===== src/logic/memctrl_pkg.sv =====
// Cache geometry, shared vector types and controller states, imported by the RTL and testbench
`default_nettype none

package memctrl_pkg;

    // Cache geometry
    localparam int NUM_WAYS   = 4;
    localparam int NUM_SETS   = 16;
    localparam int LINE_WORDS = 4;
    localparam int WORD_W     = 32;
    localparam int TAG_W      = 8;

    typedef logic [$clog2(NUM_SETS)-1:0]   set_t;
    typedef logic [TAG_W-1:0]              tag_t;
    typedef logic [$clog2(LINE_WORDS)-1:0] word_idx_t;
    typedef logic [NUM_WAYS-1:0]           way_vec_t;
    typedef logic [WORD_W-1:0]             data_word_t;
    typedef logic [WORD_W/8-1:0]           word_be_t;
    typedef logic [LINE_WORDS*WORD_W-1:0]  line_t;
    typedef logic [LINE_WORDS*WORD_W/8-1:0] line_be_t;

    // Valid bit on top, tag below
    typedef logic [TAG_W:0] dir_entry_t;

    typedef enum logic [1:0] {
        ST_INIT,
        ST_IDLE,
        ST_REFILL
    } ctrl_state_t;

endpackage

`default_nettype wire

===== src/logic/memctrl_fsm.sv =====
// Controller FSM: directory sweep after reset, idle and one-cycle refill write phase
`timescale 1ns/1ps
`default_nettype none

module memctrl_fsm
    import memctrl_pkg::*;
(
    input  wire logic clk_i,
    input  wire logic rst_ni,
    input  wire logic refill_i,
    output logic      ready_o,
    output logic      sweep_o,
    output set_t      sweep_set_o,
    output logic      refill_wr_o
);

    ctrl_state_t state_q, state_d;
    set_t        init_set_q;

    always_comb begin
        state_d = state_q;
        case (state_q)
            ST_INIT: begin
                // Last set written this cycle
                if (init_set_q == set_t'(NUM_SETS - 1)) begin
                    state_d = ST_IDLE;
                end
            end
            ST_IDLE: begin
                if (refill_i) begin
                    state_d = ST_REFILL;
                end
            end
            default: state_d = ST_IDLE;
        endcase
    end

    always_ff @(posedge clk_i or negedge rst_ni) begin
        if (!rst_ni) begin
            state_q    <= ST_INIT;
            init_set_q <= '0;
        end else begin
            state_q <= state_d;
            if (state_q == ST_INIT) begin
                init_set_q <= init_set_q + 1'b1;
            end
        end
    end

    assign ready_o     = (state_q == ST_IDLE);
    assign sweep_o     = (state_q == ST_INIT);
    assign sweep_set_o = init_set_q;
    assign refill_wr_o = (state_q == ST_REFILL);

endmodule

`default_nettype wire


===== config.mk =====
export PLATFORM = sky130hd
export DESIGN_NAME = memctrl_fsm
export DESIGN_NICKNAME = d
export VERILOG_FILES = /design/src/logic/memctrl_pkg.sv /design/src/logic/memctrl_fsm.sv
export SDC_FILE = /design/constraint.sdc
export NUM_CORES = 1
export LEC_CHECK = 0
export ABC_CLOCK_PERIOD_IN_PS = 2400
export BUFFER_PORTS_ARGS = -buffer_cell sky130_fd_sc_hd__clkbuf_2
export CORE_AREA = 2 2 39 41
export CTS_BUF_LIST = sky130_fd_sc_hd__clkbuf_4
export CTS_CLUSTER_SIZE = 30
export DETAILED_ROUTE_END_ITERATION = 12
export DIE_AREA = 0 0 41 43
export GPL_TIMING_DRIVEN = 0
export HOLD_SLACK_MARGIN = 0.02
export REMOVE_ABC_BUFFERS = 1
export SYNTH_ARGS = -nofsm -noshare
export SYNTH_HDL_FRONTEND = slang
export SYNTH_SLANG_ARGS = --single-unit
export TNS_END_PERCENT = 20

===== constraint.sdc =====
create_clock -name clk_i -period 2.4 [get_ports clk_i]
set_input_delay 0.12 -clock clk_i [delete_from_list [all_inputs] [get_ports clk_i]]
set_output_delay 0.12 -clock clk_i [all_outputs]
set_load 0.05 [all_outputs]

==> results of run 1 <==
## logic make-up after synthesis
| group | Yosys count |
|---|---|
| compound gates | 2 |
| xor+xnor | 3 |
| fa+ha+maj | 1 |
| buf+inv | 1 |
| flops | 6 |
| mux | 1 |
| simple gates | 7 |
## per-layer routing
layer | vias up | part of all wire
li1 | 95 | -
met1 | 76 | 0.49
met2 | 10 | 0.38
met4 | 0 | 0
met5 | - | 0
met3 | 0 | 0.13
## metrics by stage
step	cells	hold WS (ns)	setup WS [ns]
after global placement	46	-0.0451	1.32
after global routing	50	0.113	1.06
final	50	0.112	1.11
after floorplan	21	-0.176	0.940
after detailed placement	46	-0.0469	1.31
after CTS	50	0.112	1.10
## layout make-up
cell class | instances | area (um2) | area share
Inverter | 1 | 3.75 | 0.0104
Timing Repair Buffer | 10 | 55.1 | 0.153
Multi-Input combinational cell | 14 | 109 | 0.302
Tap cell | 16 | 20.0 | 0.0556
Clock buffer | 3 | 22.5 | 0.0625
Sequential cell | 6 | 150 | 0.417
## worst register-to-register path, delay by kind of cell (launching register included)
family / cells / cell delay [ns]
fa+ha+maj: 1 / 0.31
mux: 1 / 0.25
flops: 1 / 0.42
## sequential cells by signal, indices dropped and copies added (netlist names)
name,count
state_q,2
sweep_set_o,4
## worst max path at each step
stage	startpoint	end	slack, ns	cells after the start
2_1_floorplan	state_q[0]	state_q[1]	0.94	2
3_3_place_gp	sweep_set_o[0]	sweep_set_o[1]	1.32	2
3_5_place_dp	sweep_set_o[0]	sweep_set_o[1]	1.31	2
4_1_cts	state_q[0]	ready_o	1.10	2
5_1_grt	state_q[0]	ready_o	1.06	2
6_report	state_q[0]	ready_o	1.11	2
## cell usage in the layout (no fill, tap or decap)
master,instances
xnor2_1,2
clkbuf_2,9
nor2b_1,2
a21oi_1,1
nor2_4,1
dfrtp_1,6
mux2_4,1
xor2_1,1
inv_1,1
clkbuf_4,3
dlygate4sd3_1,1
o21ai_1,1
nand4_1,1
ha_1,1
and2_1,1
nand3_1,1
nand2_1,1
## repair_timing
action,4_1_cts,5_1_grt
setup endpoints to repair,0,0
hold buffers,1,0
hold endpoints to repair,6,0
==> metrics, run 1 <==
First-pass DRT Iterations 2; Post-synth ARST share 1.00; fillers 151; ANT cells 0; number of vias per cell 3.62; worst path required time 2.28 ns; CTS clock-pin slew for the worst setup and hold paths 0.04 ns; RSZ-0062 raised after global routing no; Area Overhead vs Synth 37.1%; mux share of post-synthesis cell area 0.0571; layout net count 40; TritonCTS clock tree done; FF-to-FF Start sweep_set_o[0]; clk sinks 6; worst hold endpoint state_q[1]; setup violators final 0; Arr. time, crit path 1.17 ns; busiest layer in global routing met1; Root Buffer clkbuf_4; # DRC 0; final slew viol count 0; Synth Register Bits 6; full die area 0.00176 mm2; Fmax 777 MHz; met2 usage in global routing 0.0750; Yosys top cell by area dfrtp_1; synth top area cells dfrtp_1 57%, xnor2_1 6.7%, mux2_4 5.7%; Synth Area per Inst 12.5 um2; largest net degree at the start of global routing 7; All-Layer GR Usage 0.0698; Reg-to-Reg End sweep_set_o[1]; grt ovf 0; H-tree depth 1; Die Ht 43 um; Final Instance Area 360 um2; Mapped Area 263 um2; Worst Path Buf+Inv 1; Max-Slew Margin vs Limit 0.816; hold path startpoint refill_i; antenna violations before repair 0; Core Util, Final 0.260; Final Hold Vio Count 0; Crit Path Class reg2out; Cells after Synth 21; Tcrit/Tclk final 0.536; CORE AREA 0.00138 mm2; post-synthesis adder-cell area fraction 0.0476; routed wire length 455 um; R2R cell count 2; number of port buffers 9; row count 14; Worst Path Max Fanout 5; largest family of logic cells by synthesized area simple AND/OR/NAND/NOR gates; setup TNS 0 ns; global-route wire length before repair 752 um; Cell Chain, Critical Path nor2b_1 > clkbuf_2; placer congestion estimate 0.682; Synth Area in XOR/XNOR 0.100; min cycle time layout 1.29 ns; grt met3 use 0.0785; Post-DP Area 328 um2; slowest cell on the critical path dfrtp_1; hold depth 2; layout cell share with drive strength beyond 1 0.412; worst-margin pin slew 0.278 ns; complex-gate fraction of the synthesized area 0.0381; status finished, final reports clean; Yosys cell types 14; number of synthesized flops with an enable pin 0; post-CTS sizing 0; CTS Buf Count 3; Yosys top cell area share 0.571; # IOs 10; Post-Synth Simple-Gate Area 0.171; die width 41 um; r2r setup slk 1.30 ns; Synth top cells by count 6 x dfrtp_1, 2 x nor2b_1, 2 x xnor2_1; Primary FF master, synth dfrtp_1; Setup Fix Bufs, Post-CTS 0; DR WL/cell 9.10 um; most common cell in the synthesized netlist dfrtp_1; worst skew pair latency 0.24 ns; Starting Density 0.190; CP Launch Type register; Slowest Stage Delay on Critical Path 0.44 ns; Yosys warnings 0; Longest Clk Path Bufs 2; initial drt markers 1; met1 usage in global routing 0.0888; Max-Cap Viols 0; Worst Hold Class in2reg; DPL Wire Length 341 um; via count 181; post-route ant nets 0; register area share after synthesis 0.571; kind of cell adding the most delay to the critical path flip-flops; skew final 0.00294 ns; vias in the first global route 172; crit end category output port
Power of run 1 is not shown: default switching activity piles up to over one toggle a cycle in this logic, so the estimate is an artifact.
==> inputs of run 2 (changes only) <==
--- a/config.mk
+++ b/config.mk
@@ -5,7 +5,7 @@
 export SDC_FILE = /design/constraint.sdc
 export NUM_CORES = 1
 export LEC_CHECK = 0
-export ABC_CLOCK_PERIOD_IN_PS = 2400
+export ABC_CLOCK_PERIOD_IN_PS = 1100
 export BUFFER_PORTS_ARGS = -buffer_cell sky130_fd_sc_hd__clkbuf_2
 export CORE_AREA = 2 2 39 41
 export CTS_BUF_LIST = sky130_fd_sc_hd__clkbuf_4
==> constraint.sdc (replaced) <==
create_clock -name clk_i -period 1.1 [get_ports clk_i]
set_input_delay 0.055 -clock clk_i [delete_from_list [all_inputs] [get_ports clk_i]]
set_output_delay 0.055 -clock clk_i [all_outputs]
set_load 0.05 [all_outputs]
==> run 2 against run 1 <==
Effect of this change:
- critical path depth is the same
- core utilization grew 3.2 points
- the run now ends with setup timing left
- setup slack lost 1.1 ns
- design area grew 12%
- via count grew 5.0%
- clock skew is essentially flat
- cell count grew 4.0%
- routed wire length grew 4.2%
==> metrics, run 2 (synthesized netlist as in run 1, its figures left out) <==
layout cell share with drive strength beyond 1 0.528 (+0.116); placer congestion estimate 0.682 (unchanged); worst skew pair latency 0.24 ns (about the same); All-Layer GR Usage 0.0698 (unchanged); row count 14 (unchanged); Slowest Stage Delay on Critical Path 0.44 ns (about the same); Final Hold Vio Count 0 (unchanged); min cycle time layout 1.11 ns; Fmax 901 MHz; worst setup margin -0.00938 ns (-1.12 ns); Die Ht 43 um (unchanged); CORE AREA 0.00138 mm2 (unchanged); status finished, violations left; final slew viol count 0 (unchanged); Max-Slew Margin vs Limit 0.815 (about the same); Longest Clk Path Bufs 2 (unchanged); number of vias per cell 3.65 (+0.93%); number of flip-flops in the largest register 4 (unchanged); most frequent cells in the layout 6 x clkbuf_2, 4 x dfrtp_1, 3 x clkbuf_4; Cell Chain, Critical Path nor2_4 > clkbuf_8; FF+latch area 153 um2 (+1.7%); skew final 0.00343 ns (+0.000487 ns); largest net degree at the start of global routing 7 (unchanged); die width 41 um (unchanged); DR WL/cell 9.12 um (+0.17%); Area Overhead vs Synth 53.8%; Worst Path Max Fanout 5 (unchanged); CTS clock-pin slew for the worst setup and hold paths 0.04 ns (about the same); Crit Path Class reg2out; post-route ant nets 0 (unchanged); ANT cells 0 (unchanged); kind of cell adding the most delay to the critical path flip-flops; Hold Slack 0.0482 ns (-0.0637 ns); full die area 0.00176 mm2 (unchanged); Worst Path Buf+Inv 1 (unchanged); grt ovf 0 (unchanged); antenna violations before repair 0 (unchanged); Root Buffer clkbuf_4; Starting Density 0.190 (unchanged); setup violators final 1 (+1); vias in the first global route 173 (+0.58%); Critical Path Stages 2 (unchanged); R2R cell count 4 (+2); failing checks setup timing; hold depth 2 (unchanged); CTS Buf Count 3 (unchanged); # DRC 0 (unchanged); clk sinks 6 (unchanged); crit end category output port; CP Launch Type register; routed wire length 474 um (+4.2%); number of port buffers 9 (unchanged); Tcrit/Tclk final 1.01; H-tree depth 1 (unchanged); fillers 152 (+0.66%); TritonCTS clock tree done; # IOs 10 (unchanged); RSZ-0062 raised after global routing yes; worst path required time 1.04 ns (-1.24 ns); worst-margin pin slew 0.278 ns (+0.000452 ns); via count 190 (+5.0%); initial drt markers 0 (-1); DPL Wire Length 341 um (unchanged); layout net count 42 (+5.0%); Arr. time, crit path 1.05 ns (-0.12 ns); global-route wire length before repair 752 um (unchanged); slowest cell on the critical path dfrtp_2; Worst Hold Class in2reg; most common cell after layout, fill and taps aside clkbuf_2; Max-Cap Viols 0 (unchanged); First-pass DRT Iterations 1 (-1); Multi-input gate area 111 um2 (+2.3%)
-- run 2: through the flow --
stage           util  cell area [um2]   TNS, ns  cells  worst slack [ns]
4_1_cts        0.276              382   -0.0720     50           -0.0452
5_1_grt        0.292              404    -0.144     52           -0.0542
6_report       0.292              404  -0.00938     52          -0.00938
3_5_place_dp   0.237              328         0     46           0.00924
3_3_place_gp   0.237              328         0     46            0.0191
2_1_floorplan      -              263     -1.13     21            -0.360
-- run 2: cell type report --
cell class / count / share of cell area
clock buffers: 3 / 0.0557
inverters: 1 / 0.00929
multi-input cells: 14 / 0.276
flip-flops and latches: 6 / 0.378
well taps: 16 / 0.0495
repair buffers: 12 / 0.232
-- run 2: final timing paths --
| kind | from | end | slack (ns) |
|---|---|---|---|
| worst min-delay path | refill_i | state_q[1] | 0.05 |
| worst min register to register | sweep_set_o[3] | sweep_set_o[3] | 0.49 |
| max in group asynchronous | rst_ni | state_q[0] | 0.77 |
| worst max register to register | state_q[0] | sweep_set_o[3] | 0 |
| worst max-delay path | state_q[0] | sweep_o | -0.009 |
| min in group asynchronous | rst_ni | sweep_set_o[0] | 0.17 |
-- run 2: timing repair --
| item | in CTS | in global routing |
|---|---|---|
| hold buffers | 1 | 0 |
| setup endpoints to repair | 4 | 4 |
| endpoints found under the hold margin | 6 | 0 |
| resized for setup | 6 | 4 |
| pin swaps | 1 | 1 |
| setup buffers | 0 | 2 |
-- run 2: per-layer routing --
layer | GRT usage | wire [um]
met1 | 0.0888 | 225
met2 | 0.0750 | 191
met3 | 0.0785 | 57
met4 | 0.0200 | 0
met5 | 0 | 0
-- run 2: worst reg2reg max path: stages, from the launching register on --
cell and delay [ns]:
dfrtp_2 0.44, nor2_4 0.17, buf_4 0.13, nand4_1 0.10, xnor2_1 0.14
Power of run 2 is left out for the same reason.
