<file path="config.mk">
export PLATFORM = sky130hd
export DESIGN_NAME = dir_ctrl
export DESIGN_NICKNAME = d
export VERILOG_FILES = /design/src/logic/memctrl_pkg.sv /design/src/logic/dir_ctrl.sv /design/src/logic/victim_select.sv /design/src/logic/cache_sram.sv
export SDC_FILE = /design/constraint.sdc
export NUM_CORES = 1
export LEC_CHECK = 0
export BUFFER_PORTS_ARGS = -buffer_cell sky130_fd_sc_hd__buf_2
export CORE_MARGIN = 1.5
export CORE_UTILIZATION = 46
export DETAILED_ROUTE_END_ITERATION = 7
export HOLD_SLACK_MARGIN = 0.06
export PLACE_DENSITY = 0.72
export SLEW_MARGIN = 15
export SYNTH_ARGS = -nofsm -noshare
export SYNTH_HDL_FRONTEND = slang
export SYNTH_SLANG_ARGS = --single-unit
</file>
<file path="constraint.sdc">
create_clock -name clk_i -period 5.3 [get_ports clk_i]
set_input_delay 1.06 -clock clk_i [delete_from_list [all_inputs] [get_ports clk_i]]
set_output_delay 1.06 -clock clk_i [all_outputs]
set_load 0.03 [all_outputs]
</file>
<file path="src/logic/memctrl_pkg.sv">
// Cache geometry, shared vector types and controller states, imported by the RTL and testbench
`default_nettype none

package memctrl_pkg;

    // Cache geometry
    localparam int NUM_WAYS   = 4;
    localparam int NUM_SETS   = 16;
    localparam int LINE_WORDS = 4;
    localparam int WORD_W     = 32;
    localparam int TAG_W      = 8;

    typedef logic [$clog2(NUM_SETS)-1:0]   set_t;
    typedef logic [TAG_W-1:0]              tag_t;
    typedef logic [$clog2(LINE_WORDS)-1:0] word_idx_t;
    typedef logic [NUM_WAYS-1:0]           way_vec_t;
    typedef logic [WORD_W-1:0]             data_word_t;
    typedef logic [WORD_W/8-1:0]           word_be_t;
    typedef logic [LINE_WORDS*WORD_W-1:0]  line_t;
    typedef logic [LINE_WORDS*WORD_W/8-1:0] line_be_t;

    // Valid bit on top, tag below
    typedef logic [TAG_W:0] dir_entry_t;

    typedef enum logic [1:0] {
        ST_INIT,
        ST_IDLE,
        ST_REFILL
    } ctrl_state_t;

endpackage

`default_nettype wire
</file>
<file path="src/logic/dir_ctrl.sv">
// Tag directory: per-way entry RAMs, access mux, tag compare and victim selection
`timescale 1ns/1ps
`default_nettype none

module dir_ctrl
    import memctrl_pkg::*;
(
    input  wire logic     clk_i,
    input  wire logic     rst_ni,
    input  wire logic     sweep_i,
    input  wire set_t     sweep_set_i,
    input  wire logic     lookup_i,
    input  wire logic     refill_i,
    input  wire logic     refill_wr_i,
    input  wire set_t     set_i,
    input  wire tag_t     tag_i,
    output way_vec_t      hit_way_o,
    output way_vec_t      victim_o
);

    set_t       dir_addr;
    way_vec_t   dir_cs;
    way_vec_t   dir_we;
    dir_entry_t dir_wdata;
    dir_entry_t dir_rdata [NUM_WAYS];
    way_vec_t   dir_valid;
    way_vec_t   tag_match;

    tag_t lookup_tag_q;
    logic lookup_q;
    set_t refill_set_q;
    tag_t refill_tag_q;

    // Priority: sweep, lookup, refill read, refill write
    always_comb begin
        dir_addr  = set_i;
        dir_cs    = '0;
        dir_we    = '0;
        dir_wdata = '0;
        if (sweep_i) begin
            dir_addr = sweep_set_i;
            dir_cs   = '1;
            dir_we   = '1;
        end else if (lookup_i || refill_i) begin
            dir_cs = '1;
        end else if (refill_wr_i) begin
            dir_addr  = refill_set_q;
            dir_cs    = victim_o;
            dir_we    = victim_o;
            dir_wdata = {1'b1, refill_tag_q};
        end
    end

    for (genvar w = 0; w < NUM_WAYS; w++) begin : gen_dir_way
        cache_sram #(
            .DATA_W ($bits(dir_entry_t)),
            .ADDR_W ($bits(set_t))
        ) u_dir_ram (
            .clk_i   (clk_i),
            .cs_i    (dir_cs[w]),
            .we_i    (dir_we[w]),
            .addr_i  (dir_addr),
            .wdata_i (dir_wdata),
            .be_i    (1'b1),
            .rdata_o (dir_rdata[w])
        );

        assign dir_valid[w] = dir_rdata[w][TAG_W];
        assign tag_match[w] = dir_valid[w] && (dir_rdata[w][TAG_W-1:0] == lookup_tag_q);
    end

    // Hit vector only means something after a lookup
    always_ff @(posedge clk_i or negedge rst_ni) begin
        if (!rst_ni) begin
            lookup_q <= 1'b0;
        end else if (lookup_i) begin
            lookup_q <= 1'b1;
        end else if (refill_i || sweep_i) begin
            lookup_q <= 1'b0;
        end
    end

    always_ff @(posedge clk_i) begin
        if (lookup_i) begin
            lookup_tag_q <= tag_i;
        end
        if (refill_i) begin
            refill_set_q <= set_i;
            refill_tag_q <= tag_i;
        end
    end

    assign hit_way_o = lookup_q ? tag_match : '0;

    victim_select u_victim_select (
        .clk_i     (clk_i),
        .rst_ni    (rst_ni),
        .set_i     (refill_set_q),
        .valid_i   (dir_valid),
        .advance_i (refill_wr_i),
        .victim_o  (victim_o)
    );

endmodule

`default_nettype wire

</file>
<file path="src/logic/victim_select.sv">
// Victim way choice for refills: lowest invalid way, else per-set round-robin pointer
`timescale 1ns/1ps
`default_nettype none

module victim_select
    import memctrl_pkg::*;
(
    input  wire logic     clk_i,
    input  wire logic     rst_ni,
    input  wire set_t     set_i,
    input  wire way_vec_t valid_i,
    input  wire logic     advance_i,
    output way_vec_t      victim_o
);

    localparam int PTR_W = $clog2(NUM_WAYS);

    logic [PTR_W-1:0] rr_ptr_q [NUM_SETS];
    way_vec_t         invalid;
    way_vec_t         first_invalid;
    logic             all_valid;

    assign invalid   = ~valid_i;
    assign all_valid = &valid_i;

    // Isolate lowest set bit
    assign first_invalid = invalid & (~invalid + 1'b1);

    assign victim_o = all_valid ? way_vec_t'(1) << rr_ptr_q[set_i] : first_invalid;

    always_ff @(posedge clk_i or negedge rst_ni) begin
        if (!rst_ni) begin
            for (int s = 0; s < NUM_SETS; s++) begin
                rr_ptr_q[s] <= '0;
            end
        end else if (advance_i && all_valid) begin
            // Wraps back to way 0 after the last way
            rr_ptr_q[set_i] <= rr_ptr_q[set_i] + 1'b1;
        end
    end

endmodule

`default_nettype wire

</file>
<file path="src/logic/cache_sram.sv">
// Single-port RAM with byte-masked write and registered read, for directory and data ways
`timescale 1ns/1ps
`default_nettype none

module cache_sram #(
    parameter int DATA_W = 32,
    parameter int ADDR_W = 4,
    // Narrow odd widths (directory entries) get a single enable
    parameter int BE_W   = (DATA_W % 8 == 0) ? DATA_W / 8 : 1
) (
    input  wire logic              clk_i,
    input  wire logic              cs_i,
    input  wire logic              we_i,
    input  wire logic [ADDR_W-1:0] addr_i,
    input  wire logic [DATA_W-1:0] wdata_i,
    input  wire logic [BE_W-1:0]   be_i,
    output logic      [DATA_W-1:0] rdata_o
);

    localparam int LANE_W = DATA_W / BE_W;

    logic [DATA_W-1:0] mem_q [2**ADDR_W];

    always_ff @(posedge clk_i) begin
        if (cs_i) begin
            if (we_i) begin
                for (int b = 0; b < BE_W; b++) begin
                    if (be_i[b]) begin
                        mem_q[addr_i][b*LANE_W +: LANE_W] <= wdata_i[b*LANE_W +: LANE_W];
                    end
                end
            end else begin
                // Read data holds until the next read
                rdata_o <= mem_q[addr_i];
            end
        end
    end

endmodule

`default_nettype wire

</file>
==> results of run 1 <==
-- final cells by class --
class | count | area, sq um
clock buffer | 93 | 1900
clock inverter | 26 | 188
fill | 4673 | 28200
inverter | 6 | 22.5
multi-input combinational | 1059 | 6930
sequential | 665 | 19800
tap | 773 | 967
timing repair buffer | 119 | 928
-- routing by layer --
metal	up-vias	routed length, um	track usage (%)
met5	-	0	0
met4	0	2030	8.61
met3	136	7350	4.32
met2	1027	33500	37.2
met1	8672	26900	30.7
li1	7522	-	-
-- worst reg2reg max path: cells and delay by family (launching register included) --
kind | cells | cell delay, ns
AND/OR/NAND/NOR | 4 | 1.32
multiplexers | 2 | 1.24
flip-flops | 1 | 0.81
buffers and inverters | 1 | 0.18
adder cells (fa/ha/maj) | 1 | 0.18
AO/OA/AOI/OAI | 1 | 0.15
-- flip-flops by register name (all words and copies together), names as in the netlist --
name / count
u_victim_select.rr_ptr_q: 32
lookup_q: 1
refill_tag_q: 8
refill_set_q: 4
gen_dir_way.u_dir_ram.mem_q: 576
lookup_tag_q: 8
gen_dir_way.u_dir_ram.rdata_o: 36
-- cell usage after synthesis (3+ instances only) --
| cell | n |
|---|---|
| a211oi_1 | 38 |
| nor2_1 | 72 |
| ha_1 | 4 |
| nand4_1 | 5 |
| nor2b_1 | 5 |
| buf_1 | 6 |
| xor2_1 | 7 |
| nor3_1 | 7 |
| dfrtp_1 | 33 |
| a311oi_1 | 36 |
| xnor2_1 | 25 |
| and3_1 | 75 |
| mux4_2 | 10 |
| a21oi_1 | 112 |
| a21o_1 | 38 |
| a21boi_0 | 37 |
| o211ai_1 | 36 |
| edfxtp_1 | 632 |
| nand3_1 | 132 |
| buf_2 | 41 |
| and2_1 | 11 |
| or3_1 | 3 |
| a32oi_1 | 72 |
| o21ai_0 | 121 |
| a211o_1 | 75 |
| mux2_2 | 19 |
| buf_6 | 8 |
| clkbuf_1 | 108 |
| nand2_1 | 97 |
| inv_1 | 5 |
-- worst max path at each step --
stage	startpoint	end	slack, ns	cells after the start
2_1_floorplan	refill_i	gen_dir_way[0].u_dir_ram.mem_q[0][0]$_DFFE_PP_	0.60	4
3_3_place_gp	refill_i	gen_dir_way[1].u_dir_ram.mem_q[2][6]$_DFFE_PP_	0.98	6
3_5_place_dp	refill_i	gen_dir_way[3].u_dir_ram.mem_q[7][0]$_DFFE_PP_	0.86	6
4_1_cts	refill_set_q[0]$_DFFE_PP_	victim_o[2]	0.58	7
5_1_grt	refill_set_q[0]$_DFFE_PP_	victim_o[2]	0.44	7
6_report	refill_set_q[0]$_DFFE_PP_	victim_o[2]	0.61	7
-- metrics by stage --
step	area (sq um)	cells	setup WS [ns]	utilization (%)	power, mW
floorplan	27400	1895	0.603	-	6.63
global placement	28600	2621	0.977	48.6	6.94
detailed placement	28600	2621	0.860	48.6	6.96
CTS	30700	2740	0.576	52.1	11.5
global route	30700	2741	0.442	52.2	11.7
finish	30700	2741	0.607	52.2	11.4
-- cells in the final DEF, fill, tap and decap left out, types with 37 or more instances in the layout --
| cell | instances |
|---|---|
| edfxtp_1 | 632 |
| nand3_1 | 132 |
| o21ai_0 | 121 |
| a21oi_1 | 112 |
| nand2_1 | 97 |
| buf_4 | 82 |
| and3_1 | 75 |
| a211o_1 | 73 |
| clkbuf_16 | 73 |
| a32oi_1 | 72 |
| nor2_1 | 69 |
| a211oi_1 | 38 |
| a21o_1 | 38 |
| a21boi_0 | 37 |
-- report_power, final --
| part | switching, mW | internal, mW | total (mW) |
|---|---|---|---|
| Clock | 1.90 | 2.65 | 4.55 |
| Sequential | 0.0862 | 5.85 | 5.94 |
| Combinational | 0.639 | 0.300 | 0.939 |
| Total | 2.63 | 8.80 | 11.4 |
-- cells by family after synthesis --
group                      synth area share, %
AOI/OAI and AO/OA                         14.5
xor gates and xnor gates                  1.02
adders and majority gates                0.183
buffers and inverters                     2.78
DFF                                       72.3
muxes                                     1.60
and+or+nand+nor                           7.56
==> flow_summary.yaml, run 1 <==
drt:
  vias: 17400
  routed_via_density: 6.33
  drc: 0
  wl_per_cell_um: 25.4
  drt-total-wl_mm: 69.7
  first_pass_iters: 7
  drt-initial-drc-count: 2269
  ant_nets: 0
clock_network:
  cts_buffers: 68
  clock-sinks: 665
  cts.hold.buffers_added: 0
  root_buffer: "clkbuf_16"
  cts_setup_buffers: 0
  clk_latency_ns: 0.60
  ctsResizeCount: 0
  cts_tree: "yes"
  ctsHtreeMaxLevel: 3
  clkTransAtPathRegs_ns: 0.06
  clk_path_buf_depth: 3
grt:
  grt_antenna_before_repair: 0
  grt_pass1_vias: 17100
  track_usage_pct: 22.9
  grt-ovfl-total: 0
  grt_first_pass_wirelength_mm: 105
  grt_max_degree: 181
hold_path:
  min_path_type: "flop to flop"
  whs_endpoint: "u_victim_select.rr_ptr_q[14]$_DFFE_PN0P_"
  hp-start: "u_victim_select.rr_ptr_q[14]$_DFFE_PN0P_"
  holdPathStages: 2
sta:
  hold_viol_final: 0
  finalSetupViolCount: 0
  rsz0062_at_grt: "false"
  max_freq_mhz: 213
  fin_crit_sh_pct: 88.5
  skew_ns: 0.0214
  final_max_slew_viol_count: 0
  worstMarginPinSlew_ns: 1.07
  slew_headroom_pct: 28.9
  timing.hold.ws_ns: 0.484
  post-route-min-period_ns: 4.69
  tns_ns: 0
worst_setup_path:
  cp_slowest_cell: "edfxtp_1"
  crit_path_end_kind: "primary output"
  arrival_ns: 3.63
  path_class: "flop to primary output"
  reg2reg_to: "gen_dir_way[0].u_dir_ram.mem_q[11][2]$_DFFE_PP_"
  cp_top_family: "multiplexers"
  cp.required_ns: 4.24
  r2r_slack_ns: 1.04
  path_buf_inv: 2
  slowest_delay_ns: 0.81
  worstPathCellList: "mux4_2 > mux4_2 > inv_1 > ha_1 > nand2_1 > a21oi_1 > buf_2"
  cp_max_fo: 16
  rr_worst_depth: 9
  cp_common_cell: "mux4_2"
  worst_setup_path_start_kind: "flop"
  r2r-start: "refill_set_q[0]$_DFFE_PP_"
logic_synthesis:
  synth_ff_type: "edfxtp_1"
  yosys.area.top_type_share_pct: 69.3
  yosysWarningCount: 0
  netlist_top_cells_area: "edfxtp_1 (69%), dfrtp_1 (3.0%), nand3_1 (2.4%)"
  synth_edf_count: 632
  syn_area_sq_mm: 0.0274
  ys_ff_latch: 665
  synth.distinct_cells: 51
  yosysSeqAreaShare_pct: 72.3
  syn_nets: 1921
  async_reset_ff_share_pct: 4.96
  synth.avg_cell_area_sq_um: 14.5
  yosysTopAreaCell: "edfxtp_1"
  synth_cells: 1895
floorplanning:
  rows: 89
  num_io_pins: 30
  chipWidth_um: 247
  dieHeight_um: 247
  core_area_sq_mm: 0.0589
  start_util_pct: 46.5
  die_area_sq_mm: 0.0610
finish:
  area_growth_pct: 12.3
  drive_above_1_share_pct: 13.3
  diodes: 0
  final_net_count: 1945
placed_design:
  place.gp.congestion: 0.857
  portBuffers: 29
  hpwl_mm: 40.1
pwr:
  irDropWorstVdd_mv: 0.302
  power_density_mw_per_mm2: 372
  power.leakage_nw: 10.7
flow_run:
  cap_violations: 0
status:
  status: "complete, no violations"
Power figures use the tool's default switching activity.
==> inputs of run 2 (changes only) <==
--- a/config.mk
+++ b/config.mk
@@ -6,11 +6,13 @@
 export NUM_CORES = 1
 export LEC_CHECK = 0
 export BUFFER_PORTS_ARGS = -buffer_cell sky130_fd_sc_hd__buf_2
+export CAP_MARGIN = 10
 export CORE_MARGIN = 1.5
 export CORE_UTILIZATION = 46
 export DETAILED_ROUTE_END_ITERATION = 7
 export HOLD_SLACK_MARGIN = 0.06
 export PLACE_DENSITY = 0.72
+export REMOVE_ABC_BUFFERS = 1
 export SLEW_MARGIN = 15
 export SYNTH_ARGS = -nofsm -noshare
 export SYNTH_HDL_FRONTEND = slang
==> run 2 against run 1 <==
Net effect: routed wire length down 1.0%; final area shrank 0.29%; sequential cell count stayed put; final cell count shrank 0.77%; register-to-register slack got worse by 0.12 ns; core utilization decreased by 0.15 points; sequential share of layout area is 0.19 points higher; worst hold slack gained 0.00097 ns; critical path depth unchanged; maximum frequency increased by 0.27%; critical path type unchanged; highest routed layer is now met5.
==> flow_summary.yaml, run 2 (synthesized netlist as in run 1, its figures left out) <==
sta:
  skew_ns: 0.0295
  hold_viol_final: 0
  post-route-min-period_ns: 4.68
  worstMarginPinSlew_ns: 1.20
  max_freq_mhz: 214
  fin_crit_sh_pct: 88.3
  final_max_slew_viol_count: 0
  finalSetupViolCount: 0
  worst_slack_ns: 0.620
  slew_headroom_pct: 19.9
  rsz0062_at_grt: "false"
  tns_ns: 0
  timing.hold.ws_ns: 0.485
pwr:
  power_density_mw_per_mm2: 378
  irDropWorstVdd_mv: 0.236
  power.leakage_nw: 10.6
drt:
  drc: 0
  wl_per_cell_um: 25.4
  ant_nets: 0
  vias: 17200
  top_layer_used: "met5"
  drt-total-wl_mm: 69.0
  routed_via_density: 6.31
  wl_met1_mm: 27.0
  route.met2.wl_mm: 33.0
  wl_met3_mm: 6.89
  first_pass_iters: 5
  drt-initial-drc-count: 2187
clock_network:
  cts_tree: "yes"
  clk_path_buf_depth: 3
  clock-sinks: 665
  root_buffer: "clkbuf_16"
  clkTransAtPathRegs_ns: 0.06
  ctsHtreeMaxLevel: 3
  cts.hold.buffers_added: 0
  ctsResizeCount: 0
  clk_latency_ns: 0.60
  cts_buffers: 67
  cts_setup_buffers: 0
finish:
  largest_register: "gen_dir_way.u_dir_ram.mem_q"
  area_growth_pct: 11.9
  final_net_count: 1924
  fillers: 4654
  final_common_cell: "edfxtp_1"
  fin_cells: 2720
  diodes: 0
  layout_top_registers: "gen_dir_way.u_dir_ram.mem_q x576, gen_dir_way.u_dir_ram.rdata_o x36, u_victim_select.rr_ptr_q x32"
  multi_input_area_sq_mm: 0.00693
  largest_reg_flops: 576
  drive_above_1_share_pct: 12.9
  stdcell_area_sq_mm: 0.0307
  mostFrequentLayoutCells: "edfxtp_1 (632), nand3_1 (132), o21ai_0 (121)"
  regArea_sq_mm: 0.0198
grt:
  grt_antenna_before_repair: 6
  grt_pass1_vias: 17000
  track_usage_pct: 22.9
  grt-ovfl-total: 0
  grt_max_degree: 136
  grt_first_pass_wirelength_mm: 105
floorplanning:
  num_io_pins: 30
  dieHeight_um: 247
  rows: 89
  core_area_sq_mm: 0.0589
  die_area_sq_mm: 0.0610
  start_util_pct: 46.5
  chipWidth_um: 247
placed_design:
  post-place-cells: 2602
  dpl_worst_slack_ns: 0.812
  placed_cell_area_sq_mm: 0.0285
  hpwl_mm: 41.1
  place.gp.congestion: 0.876
  portBuffers: 29
worst_setup_path:
  path_class: "flop to primary output"
  cp_max_fo: 16
  cp.required_ns: 4.24
  rr_worst_depth: 9
  worst_setup_path_start_kind: "flop"
  reg2reg_to: "gen_dir_way[1].u_dir_ram.mem_q[15][3]$_DFFE_PP_"
  critPathLaunch: "refill_set_q[0]$_DFFE_PP_"
  r2r_slack_ns: 0.92
  arrival_ns: 3.62
  r2r-start: "refill_set_q[0]$_DFFE_PP_"
  crit_path_end_kind: "primary output"
  crit_end: "victim_o[2]"
hold_path:
  min_path_type: "flop to flop"
  hp-start: "u_victim_select.rr_ptr_q[16]$_DFFE_PN0P_"
flow_run:
  cap_violations: 0
status:
  status: "complete, no violations"
## run 2: changes by cell type in the layout (fill, tap and decap cells not counted)
cell	before	now
buf_16	1	0
buf_4	82	63
bufinv_16	3	6
clkbuf_1	20	16
clkbuf_16	73	71
clkbuf_8	0	4
clkinv_1	16	9
clkinv_2	6	9
clkinv_4	0	1
inv_6	0	1
nor2b_2	0	1
nor2b_4	2	1
## run 2: through the flow
step           util (%)  total power, mW
2_1_floorplan         -             6.60
3_3_place_gp       48.3             6.93
3_5_place_dp       48.3             6.96
4_1_cts            52.0             11.6
5_1_grt            52.0             11.9
6_report           52.0             11.6
## run 2: worst min path at each step
stage,to,slack [ns],cells past startpoint
after floorplan,u_victim_select.rr_ptr_q[10]$_DFFE_PN0P_,0.44,2
after global placement,u_victim_select.rr_ptr_q[10]$_DFFE_PN0P_,0.46,2
after detailed placement,u_victim_select.rr_ptr_q[14]$_DFFE_PN0P_,0.47,2
after CTS,u_victim_select.rr_ptr_q[16]$_DFFE_PN0P_,0.49,2
after global routing,u_victim_select.rr_ptr_q[18]$_DFFE_PN0P_,0.51,2
final,u_victim_select.rr_ptr_q[16]$_DFFE_PN0P_,0.49,2
## run 2: cell type report
class                   count  area share, %
repair buffers             99           2.47
clock inverters            27          0.926
well taps                 773           3.15
clock buffers              91           6.17
inverters                   6         0.0735
flip-flops and latches    665           64.6
multi-input cells        1059           22.6
## run 2: worst max-delay path: stages, from the launching register on
cell      delay, ns
edfxtp_1       0.81
mux4_2         0.59
mux4_2         0.65
inv_1          0.20
ha_1           0.17
nand2_1        0.05
a21oi_1        0.27
buf_2          0.28
## run 2: routing by layer
layer | GRT usage, % | vias to the layer above
met2 | 37.1 | 919
met1 | 30.7 | 8596
met5 | 0 | -
met3 | 4.75 | 147
li1 | - | 7484
met4 | 7.78 | 12
## run 2: power by group
group / internal [mW] / switching, mW / leakage (nW) / total [mW]
Sequential: 5.86 / 0.0701 / 6.70 / 5.93
Clock: 2.79 / 1.93 / 1.07 / 4.72
Combinational: 0.292 / 0.645 / 2.82 / 0.938
Total: 8.94 / 2.65 / 10.6 / 11.6
==> inputs of run 3 (changes only) <==
--- a/config.mk
+++ b/config.mk
@@ -5,6 +5,7 @@
 export SDC_FILE = /design/constraint.sdc
 export NUM_CORES = 1
 export LEC_CHECK = 0
+export ABC_AREA = 1
 export BUFFER_PORTS_ARGS = -buffer_cell sky130_fd_sc_hd__buf_2
 export CAP_MARGIN = 10
 export CORE_MARGIN = 1.5
==> run 3 against run 2 <==
Net effect: core utilization decreased by 0.85 points; die area grew 6.2%; maximum frequency increased by 6.9%; critical path depth increased by 4; final cell count up 36%; register-to-register slack improved by 0.36 ns; sequential share of layout area down 3.0 points; clock skew fell by 0.013 ns; highest routed layer is now met4.
==> flow_summary.yaml, run 3 <==
worst_setup_path:
  path_class: "flop to primary output"
  reg2reg_to: "gen_dir_way[0].u_dir_ram.mem_q[3][3]$_DFFE_PP_"
  cp_slowest_cell: "nor2_1"
  r2r_slack_ns: 1.28
  worstPathCellList: "nor2_1 > a22oi_1 > nand2_1 > nand2_1 > nand2_1 > nor2_1 > inv_1 > ha_1 > nand2_1 > o21ai_0 > buf_2"
  cp_max_fo: 18
  cp.required_ns: 4.24
  arrival_ns: 3.32
  worst_setup_path_start_kind: "flop"
  slowest_delay_ns: 0.55
  rr_worst_depth: 12
  cp_common_cell: "nand2_1"
  r2r-start: "refill_set_q[0]$_DFFE_PP_"
  crit_path_end_kind: "primary output"
drt:
  wl_per_cell_um: 20.8
  vias: 20600
  drc: 0
  routed_via_density: 5.56
  first_pass_iters: 8
  ant_nets: 0
  drt-total-wl_mm: 76.9
  drt-initial-drc-count: 2779
finish:
  stdcell_area_sq_mm: 0.0322
  largest_register: "gen_dir_way.u_dir_ram.mem_q"
  mostFrequentLayoutCells: "nand2_1 (1231), edfxtp_1 (632), nand3_1 (406)"
  fin_cells: 3703
  final_net_count: 2831
  drive_above_1_share_pct: 7.00
  largest_reg_flops: 576
  diodes: 0
  area_growth_pct: 10.6
  layout_top_registers: "gen_dir_way.u_dir_ram.mem_q x576, gen_dir_way.u_dir_ram.rdata_o x36, u_victim_select.rr_ptr_q x32"
  multi_input_area_sq_mm: 0.00801
  regArea_sq_mm: 0.0198
  fillers: 5463
  final_common_cell: "nand2_1"
logic_synthesis:
  yosysWarningCount: 0
  synth_most_common_cell: "nand2_1"
  yosysTopAreaCell: "edfxtp_1"
  synthTopCellsByCount: "nand2_1 (1233), edfxtp_1 (632), nand3_1 (407)"
  ys_ff_latch: 665
  synth.avg_cell_area_sq_um: 10.3
  synth_ff_type: "edfxtp_1"
  yosys.area.top_type_share_pct: 65.2
  async_reset_ff_share_pct: 4.96
  synth_cells: 2831
  synth_edf_count: 632
  netlist_top_cells_area: "edfxtp_1 (65%), nand2_1 (16%), nand3_1 (7.0%)"
  syn_area_sq_mm: 0.0291
  yosysSeqAreaShare_pct: 68.1
  synth.distinct_cells: 34
pwr:
  irDropWorstVdd_mv: 0.222
  power_density_mw_per_mm2: 375
  power.leakage_nw: 13.0
clock_network:
  cts.hold.buffers_added: 0
  ctsHtreeMaxLevel: 3
  root_buffer: "clkbuf_16"
  clk_path_buf_depth: 3
  clock-sinks: 665
  clkTransAtPathRegs_ns: 0.05
  cts_buffers: 71
  cts_tree: "yes"
  ctsResizeCount: 0
  clk_latency_ns: 0.61
  cts_setup_buffers: 0
grt:
  track_usage_pct: 24.2
  grt-ovfl-total: 0
  grt_pass1_vias: 20000
  grt_first_pass_wirelength_mm: 119
  grt_max_degree: 253
  grt_antenna_before_repair: 0
floorplanning:
  rows: 92
  num_io_pins: 30
  core_area_sq_mm: 0.0629
  chipWidth_um: 255
  die_area_sq_mm: 0.0648
  start_util_pct: 46.3
  dieHeight_um: 255
status:
  status: "complete, no violations"
sta:
  post-route-min-period_ns: 4.38
  skew_ns: 0.0166
  worst_slack_ns: 0.922
  final_max_slew_viol_count: 0
  fin_crit_sh_pct: 82.6
  rsz0062_at_grt: "false"
  max_freq_mhz: 228
  slew_headroom_pct: 22.0
  finalSetupViolCount: 0
  tns_ns: 0
  worstMarginPinSlew_ns: 1.17
  hold_viol_final: 0
hold_path:
  whs_endpoint: "u_victim_select.rr_ptr_q[15]$_DFFE_PN0P_"
  holdPathStages: 2
  min_path_type: "flop to flop"
  hp-start: "u_victim_select.rr_ptr_q[15]$_DFFE_PN0P_"
placed_design:
  post-place-cells: 3576
  placed_cell_area_sq_mm: 0.0299
  hpwl_mm: 45.2
  dpl_worst_slack_ns: 1.04
  place.gp.congestion: 0.938
  portBuffers: 29
flow_run:
  cap_violations: 0
## run 3: changes by cell type after synthesis, moves of 38 or more
| cell | change |
|---|---|
| a211o_1 | -75 |
| a21o_1 | -38 |
| a21oi_1 | -105 |
| a32oi_1 | -72 |
| and3_1 | -75 |
| buf_2 | +42 |
| clkbuf_1 | -65 |
| inv_1 | +128 |
| nand2_1 | +1136 |
| nand3_1 | +275 |
| o21ai_0 | -85 |
## run 3: cell families (layout without fill, tap and decap cells)
group | after synthesis | after routing | synth area share [%]
AOI/OAI and AO/OA | 80 | 80 | 1.68
xor gates and xnor gates | 14 | 14 | 0.421
and+or+nand+nor | 1770 | 1770 | 24.8
adders and majority gates | 4 | 4 | 0.172
buffers and inverters | 298 | 324 | 4.84
DFF | 665 | 665 | 68.1
## run 3: report_power, final
part           switching, mW  internal, mW
Combinational          0.872         0.314
Clock                   2.02          2.87
Sequential            0.0728          5.91
## run 3: cell type report
class	instances	share of cell area, %
sequential	665	61.6
inverter	135	1.59
tap	846	3.29
timing repair buffer	64	1.63
clock buffer	89	6.00
clock inverter	36	1.04
multi-input combinational	1868	24.9
## run 3: how the worst max path moves through the flow
stage / from / to / cells past startpoint
6_report: refill_set_q[0]$_DFFE_PP_ / victim_o[1] / 11
5_1_grt: refill_set_q[0]$_DFFE_PP_ / victim_o[3] / 12
4_1_cts: refill_set_q[0]$_DFFE_PP_ / victim_o[3] / 12
3_5_place_dp: lookup_i / gen_dir_way[1].u_dir_ram.rdata_o[1]$_DFFE_PP_ / 15
3_3_place_gp: lookup_i / gen_dir_way[0].u_dir_ram.mem_q[3][5]$_DFFE_PP_ / 10
2_1_floorplan: refill_i / gen_dir_way[1].u_dir_ram.mem_q[13][0]$_DFFE_PP_ / 8
## run 3: through the flow
step	power (mW)	utilization (%)	hold WS [ns]
2_1_floorplan	6.88	-	0.454
3_3_place_gp	7.22	47.5	0.467
3_5_place_dp	7.24	47.5	0.476
4_1_cts	12.1	51.1	0.489
5_1_grt	12.4	51.2	0.502
6_report	12.1	51.2	0.487
## run 3: per-layer routing
layer / vias to the layer above / global-route usage (%) / part of all wire, %
met2: 1231 / 36.3 / 45
li1: 9410 / - / -
met3: 163 / 4.50 / 11
met4: 0 / 9.30 / 3.4
met5: - / 0 / 0
met1: 9797 / 34.9 / 41
## run 3: critical path, delay by kind of cell, from the launching register on
kind | cells | cell delay (ns)
and+or+nand+nor | 6 | 0.94
buffers and inverters | 2 | 0.70
DFF | 1 | 0.46
AOI/OAI and AO/OA | 2 | 0.35
adders and majority gates | 1 | 0.26
